$ cat src/hw/rv_pkg.sv
// rv_pkg: shared constants, enums and structs of the RV64 multi-cycle core
package rv_pkg;

  localparam int XLEN = 64;
  localparam logic [XLEN-1:0] RESET_PC = 64'h8000_0000;
  localparam logic [31:0] NOP_INST = 32'h0000_0013;  // addi x0, x0, 0

  typedef enum logic [6:0] {
    OP_LOAD   = 7'b0000011,
    OP_IMM    = 7'b0010011,
    OP_AUIPC  = 7'b0010111,
    OP_IMM32  = 7'b0011011,
    OP_STORE  = 7'b0100011,
    OP_REG    = 7'b0110011,
    OP_LUI    = 7'b0110111,
    OP_REG32  = 7'b0111011,
    OP_BRANCH = 7'b1100011,
    OP_JALR   = 7'b1100111,
    OP_JAL    = 7'b1101111,
    OP_SYSTEM = 7'b1110011
  } opcode_e;

  typedef enum logic [3:0] {
    ALU_ADD    = 4'b0000,
    ALU_SLL    = 4'b0001,
    ALU_COPY_B = 4'b0011,  // lui
    ALU_OR     = 4'b0110,
    ALU_SUB    = 4'b1000,
    ALU_SLTU   = 4'b1010,
    ALU_DIV    = 4'b1011,
    ALU_MUL    = 4'b1100,
    ALU_REM    = 4'b1101,
    ALU_NONE   = 4'b1111
  } alu_op_e;

  typedef enum logic [2:0] {
    BR_NONE = 3'b000,
    BR_JAL  = 3'b001,
    BR_JALR = 3'b010,
    BR_EQ   = 3'b100,
    BR_NE   = 3'b101,
    BR_LTU  = 3'b110,
    BR_GEU  = 3'b111
  } branch_e;

  typedef enum logic [1:0] {
    BSRC_RS2  = 2'b00,
    BSRC_IMM  = 2'b01,
    BSRC_FOUR = 2'b10  // link address pc+4
  } bsrc_e;

  typedef enum logic [2:0] {
    MEM_B    = 3'b000,
    MEM_BU   = 3'b001,
    MEM_H    = 3'b010,
    MEM_HU   = 3'b011,
    MEM_W    = 3'b100,
    MEM_WU   = 3'b101,
    MEM_D    = 3'b110,
    MEM_NONE = 3'b111
  } mem_op_e;

  typedef struct packed {
    logic [XLEN-1:0] imm;
    logic [4:0]      ra;
    logic [4:0]      rb;
    logic [4:0]      rd;
    branch_e         branch;
    logic            asrc_pc;  // operand a is the pc
    bsrc_e           bsrc;
    alu_op_e         alu_op;
    logic            word_cut;
    logic            reg_wr;
    logic            mem_to_reg;
    logic            mem_wr;
    mem_op_e         mem_op;
    logic            halt;
    logic            illegal;
  } decode_t;

  typedef struct packed {
    logic [XLEN-1:0] addr;
    logic [XLEN-1:0] wdata;
    logic [7:0]      wstrb;
    logic            we;
  } mem_req_t;

  typedef enum logic [2:0] {
    ST_FETCH,
    ST_FETCH_WAIT,
    ST_EXEC,
    ST_MEM,
    ST_MEM_WAIT,
    ST_STOP
  } state_e;

endpackage
$ cat src/hw/rv_ctrl.sv
// rv_ctrl: multi-cycle control FSM with pc, instruction register and memory port mux
`timescale 1ns/1ps

module rv_ctrl
  import rv_pkg::*;
(
  input  logic            i_clk,
  input  logic            i_rst,
  input  decode_t         i_dec,
  input  logic [XLEN-1:0] i_rs1,
  input  logic [XLEN-1:0] i_alu_result,
  input  logic            i_zero,
  input  logic            i_less_u,
  input  logic [XLEN-1:0] i_load_data,
  input  mem_req_t        i_data_req,
  input  logic            i_mem_ready,
  input  logic            i_mem_rvalid,
  input  logic [XLEN-1:0] i_mem_rdata,
  output logic [31:0]     o_inst,
  output logic [XLEN-1:0] o_pc,
  output logic            o_mem_valid,
  output mem_req_t        o_mem_req,
  output logic            o_wr_en,
  output logic [XLEN-1:0] o_wr_data,
  output logic            o_halt,
  output logic            o_illegal
);

  state_e          state;
  logic [XLEN-1:0] next_pc, jalr_sum;
  logic            taken, is_mem, exec_done, mem_done;

  always_comb begin
    case (i_dec.branch)
      BR_JAL:  taken = 1'b1;
      BR_EQ:   taken = i_zero;
      BR_NE:   taken = ~i_zero;
      BR_LTU:  taken = i_less_u;
      BR_GEU:  taken = ~i_less_u;
      default: taken = 1'b0;
    endcase
  end

  assign jalr_sum = i_rs1 + i_dec.imm;
  assign next_pc  = (i_dec.branch == BR_JALR) ? {jalr_sum[XLEN-1:1], 1'b0} :
                    taken ? (o_pc + i_dec.imm) : (o_pc + XLEN'(4));

  assign is_mem    = i_dec.mem_to_reg | i_dec.mem_wr;
  assign exec_done = (state == ST_EXEC) && !is_mem;
  assign mem_done  = (state == ST_MEM_WAIT) && i_mem_rvalid;
  assign o_wr_en   = (exec_done && i_dec.reg_wr) || (mem_done && i_dec.mem_to_reg);
  assign o_wr_data = i_dec.mem_to_reg ? i_load_data : i_alu_result;

  assign o_mem_req = (state == ST_MEM) ? i_data_req :
                     mem_req_t'{addr: o_pc, wdata: '0, wstrb: 8'h00, we: 1'b0};

  always_ff @(posedge i_clk) begin
    if (i_rst) begin
      state       <= ST_FETCH;
      o_pc        <= RESET_PC;
      o_inst      <= NOP_INST;
      o_mem_valid <= 1'b0;
      o_halt      <= 1'b0;
      o_illegal   <= 1'b0;
    end else begin
      case (state)
        ST_FETCH: begin
          o_mem_valid <= 1'b1;  // first raise after reset
          if (o_mem_valid && i_mem_ready) begin
            o_mem_valid <= 1'b0;
            state       <= ST_FETCH_WAIT;
          end
        end
        ST_FETCH_WAIT: begin
          if (i_mem_rvalid) begin
            o_inst <= o_pc[2] ? i_mem_rdata[63:32] : i_mem_rdata[31:0];
            state  <= ST_EXEC;
          end
        end
        ST_EXEC: begin
          if (i_dec.illegal) begin
            o_illegal <= 1'b1;
            state     <= ST_STOP;
          end else if (i_dec.halt) begin
            o_halt <= 1'b1;
            state  <= ST_STOP;
          end else if (is_mem) begin
            o_mem_valid <= 1'b1;
            state       <= ST_MEM;
          end else begin
            o_pc        <= next_pc;
            o_inst      <= NOP_INST;
            o_mem_valid <= 1'b1;
            state       <= ST_FETCH;
          end
        end
        ST_MEM: begin
          if (i_mem_ready) begin
            o_mem_valid <= 1'b0;
            state       <= ST_MEM_WAIT;
          end
        end
        ST_MEM_WAIT: begin
          if (i_mem_rvalid) begin
            o_pc        <= next_pc;
            o_inst      <= NOP_INST;
            o_mem_valid <= 1'b1;
            state       <= ST_FETCH;
          end
        end
        default: state <= ST_STOP;  // halted until reset
      endcase
    end
  end

  a_req_stable: assert property (@(posedge i_clk) disable iff (i_rst)
    (o_mem_valid && !i_mem_ready) |=> (o_mem_valid && $stable(o_mem_req)));

  a_rvalid_wait: assert property (@(posedge i_clk) disable iff (i_rst)
    i_mem_rvalid |-> (state inside {ST_FETCH_WAIT, ST_MEM_WAIT}));

endmodule

$ cat config.mk
export PLATFORM = sky130hd
export DESIGN_NAME = rv_ctrl
export DESIGN_NICKNAME = d
export VERILOG_FILES = /design/src/hw/rv_pkg.sv /design/src/hw/rv_ctrl.sv
export SDC_FILE = /design/constraint.sdc
export NUM_CORES = 1
export LEC_CHECK = 0
export ABC_CLOCK_PERIOD_IN_PS = 3500
export BUFFER_PORTS_ARGS = -buffer_cell sky130_fd_sc_hd__buf_2
export CORE_AREA = 2 2 315 317
export DETAILED_ROUTE_END_ITERATION = 6
export DIE_AREA = 0 0 317 319
export SYNTH_ARGS = -nofsm -noshare
export SYNTH_HDL_FRONTEND = slang
export SYNTH_SLANG_ARGS = --single-unit
$ cat constraint.sdc
create_clock -name i_clk -period 3.5 [get_ports i_clk]
set_clock_uncertainty 0.05 [all_clocks]
set_input_delay 0.175 -clock i_clk [delete_from_list [all_inputs] [get_ports i_clk]]
set_output_delay 0.175 -clock i_clk [all_outputs]
set_load 0.01 [all_outputs]
==> impl_summary.txt, run 1 <==
----------------------------------------------------
[Run status]
  Run status ... finished, final reports clean

[Timing]
  Slew HR ... 39.7%
  Measured slew at the worst slew-check pin ... 905 ps
  Final Max Slew Viols ... 0
  Minimum period implied by the final worst setup slack ... 3420 ps
  Hold Violations, Final ... 0
  Final setup violation count ... 0
  Maximum clock frequency ... 293 MHz
  Sum Neg Setup Slack ... 0 ps
  Period utilisation layout ... around 100%

[Clocking]
  Number of sinks handled by clock tree synthesis ... 102
  Clock tree buffer depth ... 2
  Clock latency on the worst-skew pair ... 400 ps
  Clock tree from TritonCTS ... yes
  TritonCTS buffer count ... 9
  Clock root buffer ... sky130_fd_sc_hd__clkbuf_16
  Clock-pin slew reported for the worst setup and hold paths after clock tree synthesis ... approximately 100 ps
  Clock H-tree levels ... 3

[Global routing]
  Pin count of the biggest net entering global routing ... 79
  Congestion Overflow GR ... 0
  Antenna violations before repair ... 48
  Global-route wire length before repair ... 143000 microns
  Total Routing Usage GR ... roughly a fifth
  Vias in the first global route ... just under 20k

[Setup path]
  Critical path capture point type ... flop
  Peak fanout along the critical path ... 7
  Setup crit start kind ... flop
  Reg2Reg Launch Point ... o_pc[30]
  Worst Path Required ... 3750 ps
  Worst setup path category ... flop to flop
  Data arrival at the endpoint of the critical path ... 3660 ps
  Launch point of the worst path ... o_pc[30]

[Detailed routing]
  Number of detailed-route iterations in the first pass ... 5
  Remaining routing DRC violations ... 0
  Met1 Wirelength ... 47600 microns
  Total length of routed met3 wires ... 10800 microns
  Vias post-DR ... 21.3k
  Amount of wire on met2 after detailed routing ... 43000 microns
  Post-detailed-routing wire length ... approximately 100000 microns
  Highest metal layer used by the detailed router ... met5
  Average wire per cell in the routed design ... between 20 and 25 microns
  Via density per instance ... 4.82
  Post-DRT Antenna Nets ... 0
  Number of DRC violations after detailed-routing iteration 0 ... 2142

[Floorplanning]
  Width of the die ... 317 microns
  Die ar. ... 101000 sq um
  Row Count ... between 100 and 150
  I/O pin total ... ~800
  DIE HEIGHT ... 319 microns
  Effective utilization at floorplan ... 16.4%
  Placeable core region ... around 100000 sq um

[Pwr]
  Static Leakage ... 11.3 nW
  Net Sw Frac ... 42.7%
  Register share of total power ... 26.3%
  Internal power contribution ... 0.00263 W
  Clk pwr share ... about a quarter
  Power per cell area ... 198 nW/um^2
  Reported net switching power ... 0.00196 W
  Combinational group share of total power ... roughly half
  Highest ir drop seen on vdd ... roughly 0.00024 V

[Layout]
  Share of final-layout standard cells stronger than drive strength 1 ... approximately 38%
  Post-route standard cell area excluding fillers ... roughly 23000 sq um
  Area added between synthesis and finish ... 45.0%
  # nets final ... roughly 3.7k
  Final cell count without fillers ... 4415

[Placed design]
  Routability cong. ... around 1
  Placed wire-length estimate ... roughly 89000 microns
  Total placed instance area ... 22800 sq um
  Count of input and output buffers ... just under 800
  Inst Count DP ... 4383

[Logic synthesis]
  Synth Instances ... 2245
  Number of synthesized flops with an enable pin ... 0
  Most common flop cell mapped by yosys ... sky130_fd_sc_hd__dfxtp_1
  Count of synthesis-stage warnings from yosys ... 0
  Library cell with the highest instance count after synthesis ... sky130_fd_sc_hd__a21oi_1
  Number of register bits inferred by synthesis ... 102
  Total standard cell area after synthesis ... around 16000 sq um
  Area fraction of the dominant cell type after synthesis ... 12.7%
  Dominant cell type by area after synthesis ... sky130_fd_sc_hd__dfxtp_1
  Nets in the synthesized netlist ... 2870
  Fraction of registers with async set/reset ... 0%
  Distinct cell type count of the synthesized netlist ... 85
  Average cell area after synthesis ... between 7 and 8 sq um
  Share of the yosys chip area belonging to registers ... 12.7%
  Top cells by area, synth ... sky130_fd_sc_hd__dfxtp_1 13%, sky130_fd_sc_hd__ha_1 9.8%, sky130_fd_sc_hd__mux2_2 8.4%
  Most frequent cells after synthesis ... 233 x sky130_fd_sc_hd__a21oi_1, 207 x sky130_fd_sc_hd__nor2_1, 188 x sky130_fd_sc_hd__nand2_1

[Min path]
  Hold WC Path Type ... input pin to flop
  Start point of the worst min-delay path ... i_rst

[Flow run]
  Max-capacitance violation count ... 0

----------------------------------------------------
## timing repair
item                                   4_1_cts  5_1_grt
endpoints found under the hold margin        1        0
setup buffers                                2        3
gates resized for setup                      7       16
hold buffers                                 1        0
setup endpoints to repair                    9       17
pin swaps                                    3       11
## power groups by stage
stage | logic, W | registers [W] | clock network (W)
2_1_floorplan | 0.00115 | 0.00124 | 0
3_3_place_gp | 0.00220 | 0.00123 | 0
3_5_place_dp | 0.00220 | 0.00123 | 0
4_1_cts | 0.00221 | 0.00121 | 0.00119
5_1_grt | 0.00242 | 0.00121 | 0.00123
6_report | 0.00223 | 0.00121 | 0.00115
## flip-flops by register name, summed over array words and instances (netlist names)
signal / flops
o_pc: 64
o_illegal: 1
o_halt: 1
o_inst: 32
state: 3
o_mem_valid: 1
## layout by cell type (no fill, tap or decap), types with 78 or more instances in the layout
cell	n
sky130_fd_sc_hd__mux2_2	120
sky130_fd_sc_hd__ha_1	125
sky130_fd_sc_hd__and3_1	95
sky130_fd_sc_hd__xnor2_1	91
sky130_fd_sc_hd__nand2_1	188
sky130_fd_sc_hd__buf_4	231
sky130_fd_sc_hd__nor2_1	206
sky130_fd_sc_hd__buf_2	770
sky130_fd_sc_hd__a21oi_1	231
sky130_fd_sc_hd__nor3_1	78
sky130_fd_sc_hd__dfxtp_1	99
sky130_fd_sc_hd__o21ai_0	133
## area by class of cell
type | instances | area, sq um
flip-flops and latches | 102 | 2050
well taps | 1287 | 1610
fillers | 10982 | 74500
diodes | 11 | 27.5
clock buffers | 11 | 253
repair buffers | 1007 | 5700
clock inverters | 4 | 37.5
inverters | 51 | 191
multi-input cells | 1942 | 13400
## metal layers
metal | global-route usage (%) | vias up
li1 | - | 10135
met1 | 27.5 | 9975
met2 | 28.6 | 1026
met3 | 6.42 | 131
met4 | 4.44 | 12
met5 | 0 | -
## final timing paths
| kind | to | slack [ps] | depth (start not counted) |
|---|---|---|---|
| worst max-delay path | o_pc[55] | 80 | 13 |
| worst min-delay path | o_pc[60] | 30 | 2 |
| worst max register to register | o_pc[55] | 80 | 13 |
| worst min register to register | o_inst[0] | 420 | 1 |
## stage by stage
step	total power [W]	hold WS, ps	util [%]	setup slack, ps
4_1_cts	0.00461	1.84	23.7	36.0
5_1_grt	0.00487	33.0	23.8	-1.00
2_1_floorplan	0.00239	266	-	393
6_report	0.00459	32.7	23.8	82.8
3_5_place_dp	0.00343	399	23.3	-284
3_3_place_gp	0.00343	397	23.3	-271
## worst max-delay path: stages, from the launching register on
cell and delay (ps):
sky130_fd_sc_hd__dfxtp_1 330, sky130_fd_sc_hd__ha_1 380, sky130_fd_sc_hd__a21o_1 230, sky130_fd_sc_hd__a21oi_1 190, sky130_fd_sc_hd__o211ai_1 170, sky130_fd_sc_hd__a2111oi_1 480
sky130_fd_sc_hd__buf_4 210, sky130_fd_sc_hd__a21oi_1 100, sky130_fd_sc_hd__o2111ai_1 220, sky130_fd_sc_hd__buf_4 170, sky130_fd_sc_hd__nand2_1 60, sky130_fd_sc_hd__xnor2_1 240
sky130_fd_sc_hd__o221ai_1 210, sky130_fd_sc_hd__o31a_1 270
## logic make-up (layout without fill, tap and decap cells)
group,after synthesis,count (layout),synth area share (%)
simple gates,779,779,23.7
compound gates,724,724,29.5
buf+inv,201,1073,4.77
mux,163,163,11.1
xor+xnor,148,148,8.09
fa+ha+maj,128,128,10.1
flops,102,102,12.7
other cells,0,11,0
Power figures use the tool's default switching activity.
==> run 2: changes to the inputs <==
--- a/config.mk
+++ b/config.mk
@@ -7,9 +7,12 @@
 export LEC_CHECK = 0
 export ABC_CLOCK_PERIOD_IN_PS = 3500
 export BUFFER_PORTS_ARGS = -buffer_cell sky130_fd_sc_hd__buf_2
-export CORE_AREA = 2 2 315 317
+export CELL_PAD_IN_SITES_DETAIL_PLACEMENT = 0
+export CELL_PAD_IN_SITES_GLOBAL_PLACEMENT = 1
+export CORE_AREA = 2 2 309 311
 export DETAILED_ROUTE_END_ITERATION = 6
-export DIE_AREA = 0 0 317 319
+export DIE_AREA = 0 0 311 313
+export PLACE_DENSITY_LB_ADDON = 0.1
 export SYNTH_ARGS = -nofsm -noshare
 export SYNTH_HDL_FRONTEND = slang
 export SYNTH_SLANG_ARGS = --single-unit
==> impl_summary.txt, run 2 (synthesized netlist as in run 1, its figures left out) <==
----------------------------------------------------
[Pwr]
  Clk pwr share ... 26.2% (was 25.1%)
  Register share of total power ... 25.2% (was 26.3%)
  Internal power contribution ... 0.00273 W (was 0.00263 W)
  Highest ir drop seen on vdd ... 0.000250 V (was 0.000239 V)
  Static Leakage ... 11.6 nW (was 11.3 nW)
  Combinational group share of total power ... 48.6% (about the same)
  Reported net switching power ... 0.00208 W (was 0.00196 W)
  Net Sw Frac ... 43.3% (was 42.7%)
  Overall power of the completed layout ... 0.00481 W (was 0.00459 W)
  Power per cell area ... 201 nW/um^2 (was 198 nW/um^2)

[Floorplanning]
  I/O pin total ... 798 (unchanged)
  Row Count ... 113 (was 115)
  Die ar. ... 97300 sq um (was 101000 sq um)
  Effective utilization at floorplan ... 17.0% (was 16.4%)
  Placeable core region ... 94200 sq um (was 97700 sq um)
  Width of the die ... 311 microns (was 317 microns)
  DIE HEIGHT ... 313 microns (was 319 microns)

[Detailed routing]
  Number of detailed-route iterations in the first pass ... 5 (unchanged)
  Post-detailed-routing wire length ... 110000 microns (was 104000 microns)
  Via density per instance ... 4.74 (was 4.82)
  Remaining routing DRC violations ... 0 (unchanged)
  Average wire per cell in the routed design ... 24.6 microns (was 23.6 microns)
  Number of DRC violations after detailed-routing iteration 0 ... 1218 (was 2142)
  Vias post-DR ... 21.2k (was 21.3k)
  Post-DRT Antenna Nets ... 0 (unchanged)

[Clocking]
  Clock tree buffer depth ... 2 (unchanged)
  Clock latency on the worst-skew pair ... 410 ps (was 400 ps)
  Clock tree from TritonCTS ... yes (unchanged)
  TritonCTS buffer count ... 9 (unchanged)
  Clock root buffer ... sky130_fd_sc_hd__clkbuf_16 (unchanged)
  Clock-pin slew reported for the worst setup and hold paths after clock tree synthesis ... 100 ps (about the same)
  Number of sinks handled by clock tree synthesis ... 102 (unchanged)
  Clock H-tree levels ... 3 (unchanged)

[Setup path]
  Worst Path Required ... 3710 ps (was 3750 ps)
  Total buffers and inverters traversed by the critical path ... 4 (was 2)
  Delay contributed by the slowest stage of the critical path ... 340 ps (was 480 ps)
  Cell family with most CP delay ... compound AO/OA/AOI/OAI gates (unchanged)
  Data arrival at the endpoint of the critical path ... 3610 ps (was 3660 ps)
  Critical path capture point type ... flop (unchanged)
  Critical path, cell by cell ... ha_1 -> and3_4 -> and2_1 -> a221oi_2 -> buf_4 -> buf_4 -> a2111oi_2 -> buf_4 -> o211a_4 -> o21ba_4 -> buf_4 -> o21a_1 -> or3_1 -> a31oi_1 -> a211oi_1 (was ha_1 -> a21o_1 -> a21oi_1 -> o211ai_1 -> a2111oi_1 -> buf_4 -> a21oi_1 -> o2111ai_1 -> buf_4 -> nand2_1 -> xnor2_1 -> o221ai_1 -> o31a_1)
  Peak fanout along the critical path ... 3 (was 7)
  Worst setup path category ... flop to flop (unchanged)
  Minimum setup slack among reg-to-reg paths ... 100 ps (was 80 ps)
  Setup crit start kind ... flop (unchanged)
  Cell type of the slowest stage on the worst timing path ... sky130_fd_sc_hd__or3_1 (was sky130_fd_sc_hd__a2111oi_1)
  Most numerous cell on the critical path ... sky130_fd_sc_hd__buf_4

[Layout]
  # nets final ... 3812 (was 3738)
  Registers with the highest flip-flop counts ... o_pc (64), o_inst (32), state (3) (unchanged)
  Share of final-layout standard cells stronger than drive strength 1 ... 40.4% (was 38.5%)
  Commonest cells after routing, fill and taps aside ... 770 x sky130_fd_sc_hd__buf_2, 303 x sky130_fd_sc_hd__buf_4, 229 x sky130_fd_sc_hd__a21oi_1 (was 770 x sky130_fd_sc_hd__buf_2, 231 x sky130_fd_sc_hd__a21oi_1, 231 x sky130_fd_sc_hd__buf_4)
  Register with the most flip-flops ... o_pc (unchanged)
  Final cell count without fillers ... 4463 (was 4415)
  Most frequent standard cell in the layout excluding fill and tap cells ... sky130_fd_sc_hd__buf_2 (unchanged)
  Area added between synthesis and finish ... 49.0% (was 45.0%)
  Number of flip-flops under the largest register name ... 64 (unchanged)

[Timing]
  Sum Neg Setup Slack ... 0 ps (unchanged)
  Period utilisation layout ... 97.1% (was 97.6%)
  Final-layout worst hold slack ... 55.7 ps (was 32.7 ps)
  Final setup violation count ... 0 (unchanged)
  Measured slew at the worst slew-check pin ... 904 ps (was 905 ps)
  Slew HR ... 39.7% (about the same)
  Final worst-path setup slack ... 103 ps (was 82.8 ps)
  Final Max Slew Viols ... 0 (unchanged)
  Minimum period implied by the final worst setup slack ... 3400 ps (was 3420 ps)
  Maximum clock frequency ... 294 MHz (was 293 MHz)
  Setup repair after global routing missed its margin ... false
  Hold Violations, Final ... 0 (unchanged)

[Global routing]
  Antenna violations before repair ... 16 (was 48)
  Total Routing Usage GR ... 21.5% (was 19.6%)
  Vias in the first global route ... 21.3k (was 19.8k)
  Pin count of the biggest net entering global routing ... 82 (was 79)
  Global-route wire length before repair ... 153000 microns (was 143000 microns)
  Congestion Overflow GR ... 0 (unchanged)

[Placed design]
  Inst Count DP ... 4436 (was 4383)
  Placed wire-length estimate ... 92500 microns (was 88900 microns)
  Post-placement worst setup slack ... -450 ps (was -284 ps)
  Count of input and output buffers ... 771 (unchanged)
  Routability cong. ... 0.917 (was 0.982)

[Flow run]
  Max-capacitance violation count ... 0 (unchanged)

[Run status]
  Run status ... finished, final reports clean (unchanged)

[Min path]
  Hold WC Path Type ... input pin to flop (unchanged)

----------------------------------------------------
[run 2: cell types whose count changed in the layout (fill, tap and decap cells not counted), sizes merged]
cell / delta
bufinv: +1
diode: -5
inv: +2
buf: +73
clkbuf: -2
dlygate4sd3: +1
[run 2: path summary, 6_finish.rpt]
path,start,cells past startpoint,end
min reg2reg,o_halt,2,o_halt
min,i_mem_rdata[33],4,o_inst[1]
max reg2reg,o_pc[10],15,o_pc[60]
max,o_pc[10],15,o_pc[60]
[run 2: routing by layer]
metal / GRT usage, % / part of all wire (%) / routed length [microns]
met5: 0 / 0 / 0
met4: 3.62 / 1.3 / 1430
met3: 3.69 / 5.8 / 6380
met2: 37.1 / 48 / 52900
met1: 28.2 / 45 / 48900
[run 2: through the flow]
stage | utilization [%] | area [sq um]
2_1_floorplan | - | 16000
3_3_place_gp | 24.8 | 23300
3_5_place_dp | 24.8 | 23300
4_1_cts | 25.2 | 23700
5_1_grt | 25.4 | 23900
6_report | 25.4 | 23900
[run 2: worst register-to-register path, cell delays in order (launching register included)]
cell and delay (ps):
sky130_fd_sc_hd__dfxtp_1 330, sky130_fd_sc_hd__ha_1 290, sky130_fd_sc_hd__and3_4 190, sky130_fd_sc_hd__and2_1 170
sky130_fd_sc_hd__a221oi_2 310, sky130_fd_sc_hd__buf_4 170, sky130_fd_sc_hd__buf_4 110, sky130_fd_sc_hd__a2111oi_2 60
sky130_fd_sc_hd__buf_4 160, sky130_fd_sc_hd__o211a_4 230, sky130_fd_sc_hd__o21ba_4 230, sky130_fd_sc_hd__buf_4 140
sky130_fd_sc_hd__o21a_1 200, sky130_fd_sc_hd__or3_1 340, sky130_fd_sc_hd__a31oi_1 180, sky130_fd_sc_hd__a211oi_1 80
[run 2: final cells by class]
type	instances	area, sq um
Sequential cell	102	2050
Tap cell	1265	1580
Inverter	51	191
Fill cell	10732	70300
Multi-Input combinational cell	1942	13500
Clock inverter	7	87.6
Antenna cell	6	15.0
Clock buffer	9	225
Timing Repair Buffer	1081	6270
[run 2: power by group through the flow]
stage / Clock [W] / Combinational (W) / Sequential, W
2_1_floorplan: 0 / 0.00115 / 0.00124
3_3_place_gp: 0 / 0.00234 / 0.00124
3_5_place_dp: 0 / 0.00233 / 0.00124
4_1_cts: 0.00132 / 0.00235 / 0.00121
5_1_grt: 0.00133 / 0.00255 / 0.00121
6_report: 0.00126 / 0.00234 / 0.00121
[run 2: repair_timing]
action                     CTS  global route
hold buffers                 2             0
gates resized for setup      7            39
cloned                       0             0
pin swaps                    2            12
hold endpoints to repair     2             0
setup endpoints to repair    7            25
buffers inserted             1             2
==> run 3: changes to the inputs <==
==> config.mk (replaced) <==
export PLATFORM = sky130hd
export DESIGN_NAME = rv_ctrl
export DESIGN_NICKNAME = d
export VERILOG_FILES = /design/src/hw/rv_pkg.sv /design/src/hw/rv_ctrl.sv
export SDC_FILE = /design/constraint.sdc
export NUM_CORES = 1
export LEC_CHECK = 0
export ABC_CLOCK_PERIOD_IN_PS = 3500
export BUFFER_PORTS_ARGS = -buffer_cell sky130_fd_sc_hd__buf_2
export CELL_PAD_IN_SITES_DETAIL_PLACEMENT = 1
export CELL_PAD_IN_SITES_GLOBAL_PLACEMENT = 2
export CORE_AREA = 2 2 312 314
export DETAILED_ROUTE_END_ITERATION = 6
export DIE_AREA = 0 0 314 316
export PLACE_DENSITY = 0.64
export SYNTH_ARGS = -nofsm -noshare
export SYNTH_HDL_FRONTEND = slang
export SYNTH_SLANG_ARGS = --single-unit
==> impl_summary.txt, run 3 (synthesized netlist as in run 1, its figures left out) <==
----------------------------------------------------
[Setup path]
  Cell type of the slowest stage on the worst timing path ... sky130_fd_sc_hd__o211ai_1 (was sky130_fd_sc_hd__or3_1)
  Cell family with most CP delay ... compound AO/OA/AOI/OAI gates (unchanged)
  Setup crit end ... o_pc[60] (unchanged)
  Reg-to-Reg End ... o_pc[60] (unchanged)
  Setup crit start kind ... flop (unchanged)
  Peak fanout along the critical path ... 3 (unchanged)
  R2R cell count ... 13 (was 15)
  Number of stages on the worst setup path ... 13 (was 15)
  Minimum setup slack among reg-to-reg paths ... 70 ps (was 100 ps)
  Total buffers and inverters traversed by the critical path ... 2 (was 4)
  Critical path, cell by cell ... ha_1 -> a21o_1 -> a211o_1 -> o211ai_1 -> a2111oi_2 -> buf_4 -> o211a_4 -> o21ba_4 -> buf_6 -> o21a_1 -> or3_1 -> a31oi_1 -> a211oi_1 (was ha_1 -> and3_4 -> and2_1 -> a221oi_2 -> buf_4 -> buf_4 -> a2111oi_2 -> buf_4 -> o211a_4 -> o21ba_4 -> buf_4 -> o21a_1 -> or3_1 -> a31oi_1 -> a211oi_1)
  Worst setup path category ... flop to flop (unchanged)
  Reg2Reg Launch Point ... o_pc[5] (was o_pc[10])
  Delay contributed by the slowest stage of the critical path ... 410 ps (was 340 ps)
  Critical path capture point type ... flop (unchanged)
  Data arrival at the endpoint of the critical path ... 3650 ps (was 3610 ps)
  Launch point of the worst path ... o_pc[5] (was o_pc[10])
  Worst Path Required ... 3720 ps (was 3710 ps)

[Clocking]
  Clock latency on the worst-skew pair ... 410 ps (about the same)
  Clock H-tree levels ... 3 (unchanged)
  Clock tree buffer depth ... 2 (unchanged)
  Clock root buffer ... sky130_fd_sc_hd__clkbuf_16 (unchanged)
  Clock tree from TritonCTS ... yes (unchanged)
  Number of sinks handled by clock tree synthesis ... 102 (unchanged)
  Clock-pin slew reported for the worst setup and hold paths after clock tree synthesis ... 100 ps (about the same)
  TritonCTS buffer count ... 9 (unchanged)

[Detailed routing]
  Vias post-DR ... 21.5k (was 21.2k)
  Number of DRC violations after detailed-routing iteration 0 ... 1285 (was 1218)
  Remaining routing DRC violations ... 2 (was 0)
  Post-DRT Antenna Nets ... 0 (unchanged)
  Post-detailed-routing wire length ... 114000 microns (was 110000 microns)
  Average wire per cell in the routed design ... 25.5 microns (was 24.6 microns)
  Number of detailed-route iterations in the first pass ... 7 (was 5)
  Via density per instance ... 4.83 (was 4.74)

[Timing]
  Hold Violations, Final ... 0 (unchanged)
  Measured slew at the worst slew-check pin ... 900 ps (was 904 ps)
  Sum Neg Setup Slack ... 0 ps (unchanged)
  Final setup violation count ... 0 (unchanged)
  Slew HR ... 40.0% (was 39.7%)
  Period utilisation layout ... 98.0% (was 97.1%)
  Minimum period implied by the final worst setup slack ... 3430 ps (was 3400 ps)
  Setup repair after global routing missed its margin ... true (was false)
  Final Max Slew Viols ... 0 (unchanged)
  Maximum clock frequency ... 292 MHz (was 294 MHz)

[Layout]
  Number of flip-flops under the largest register name ... 64 (unchanged)
  Final standard cell utilization of the core ... 24.8% (was 25.4%)
  Area added between synthesis and finish ... 48.2% (was 49.0%)
  Share of final-layout standard cells stronger than drive strength 1 ... 40.0% (was 40.4%)
  Commonest cells after routing, fill and taps aside ... 770 x sky130_fd_sc_hd__buf_2, 286 x sky130_fd_sc_hd__buf_4, 230 x sky130_fd_sc_hd__a21oi_1 (was 770 x sky130_fd_sc_hd__buf_2, 303 x sky130_fd_sc_hd__buf_4, 229 x sky130_fd_sc_hd__a21oi_1)
  Most frequent standard cell in the layout excluding fill and tap cells ... sky130_fd_sc_hd__buf_2 (unchanged)
  Register with the most flip-flops ... o_pc (unchanged)
  # nets final ... 3795 (was 3812)
  Registers with the highest flip-flop counts ... o_pc (64), o_inst (32), state (3) (unchanged)

[Global routing]
  Total Routing Usage GR ... 21.8% (was 21.5%)
  Congestion Overflow GR ... 0 (unchanged)
  Vias in the first global route ... 21.4k (was 21.3k)
  Pin count of the biggest net entering global routing ... 80 (was 82)
  Global-route wire length before repair ... 157000 microns (was 153000 microns)
  Antenna violations before repair ... 36 (was 16)

[Placed design]
  Routability cong. ... 0.907 (was 0.917)
  Count of input and output buffers ... 771 (unchanged)
  Placed wire-length estimate ... 97900 microns (was 92500 microns)

[Floorplanning]
  Effective utilization at floorplan ... 16.7% (was 17.0%)
  DIE HEIGHT ... 316 microns (was 313 microns)
  Width of the die ... 314 microns (was 311 microns)
  I/O pin total ... 798 (unchanged)
  Row Count ... 114 (was 113)
  Die ar. ... 99200 sq um (was 97300 sq um)
  Placeable core region ... 96000 sq um (was 94200 sq um)

[Pwr]
  Static Leakage ... 11.6 nW (about the same)
  Highest ir drop seen on vdd ... 0.000230 V (was 0.000250 V)
  Power per cell area ... 203 nW/um^2 (was 201 nW/um^2)

[Run status]
  Violated checks ... design-rule violations
  Run status ... finished with violations (was finished, final reports clean)

[Flow run]
  Max-capacitance violation count ... 0 (unchanged)

[Min path]
  Hold WC Path Type ... input pin to flop (unchanged)

----------------------------------------------------
==> run 3: cell count changes in the layout (fill, tap and decap cells not counted), sizes merged <==
cell    before   now
buf       1079  1062
clkinv       1     2
diode        6     5
inv         56    55
==> run 3: repair_timing <==
action,in CTS,in global routing
pin swaps,2,12
gates resized for setup,6,36
hold buffers,2,0
endpoints found under the hold margin,2,0
setup endpoints to repair,14,25
setup buffers,1,1
==> run 3: report_power, final <==
| part | internal, W | switching [W] | leakage [nW] |
|---|---|---|---|
| registers | 0.00119 | 0.0000277 | 0.825 |
| clock network | 0.000585 | 0.000679 | 0.159 |
| logic | 0.000956 | 0.00139 | 10.6 |
==> run 3: worst register-to-register path, delay by kind of cell, from the launching register on <==
kind,cells,cell delay (ps)
compound gates,9,2000
simple gates,1,340
flops,1,320
buf+inv,2,300
fa+ha+maj,1,280
==> run 3: layout make-up <==
cell class                      instances  area, sq um
Fill cell                           11903        72200
Multi-Input combinational cell       1942        13500
Timing Repair Buffer                 1064         6130
Sequential cell                       102         2050
Tap cell                             1276         1600
Clock buffer                            9          225
Inverter                               51          191
Clock inverter                          7         97.6
Antenna cell                            5         12.5
==> run 3: worst min-delay path by stage <==
| stage | start | end | cells after the start |
|---|---|---|---|
| final | i_mem_rdata[36] | o_inst[4] | 4 |
| after global routing | i_mem_rdata[33] | o_inst[1] | 4 |
| after CTS | i_mem_rdata[33] | o_inst[1] | 4 |
| after detailed placement | o_inst[0] | o_inst[0] | 1 |
| after global placement | o_inst[0] | o_inst[0] | 1 |
| after floorplan | i_dec[0] | o_illegal | 2 |
==> run 3: metrics by stage <==
step                      hold slack, ps  total power (W)  instances  cell area (sq um)  setup slack, ps
after floorplan                      266          0.00239       2245              16000              393
after global routing                87.1          0.00510       4451              23800            -91.1
final                               58.7          0.00483       4456              23800             71.7
after detailed placement             395          0.00357       4431              23200             -273
after CTS                           29.4          0.00487       4450              23600            -33.5
after global placement               391          0.00356       4431              23200             -216
==> run 3: routing by layer <==
layer,up-vias,share of wire (%),GRT usage (%)
met3,72,8.5,6.74
met5,-,0.039,0
li1,10230,-,-
met2,699,43,32.7
met1,10522,48,31.1
met4,6,1.0,2.73
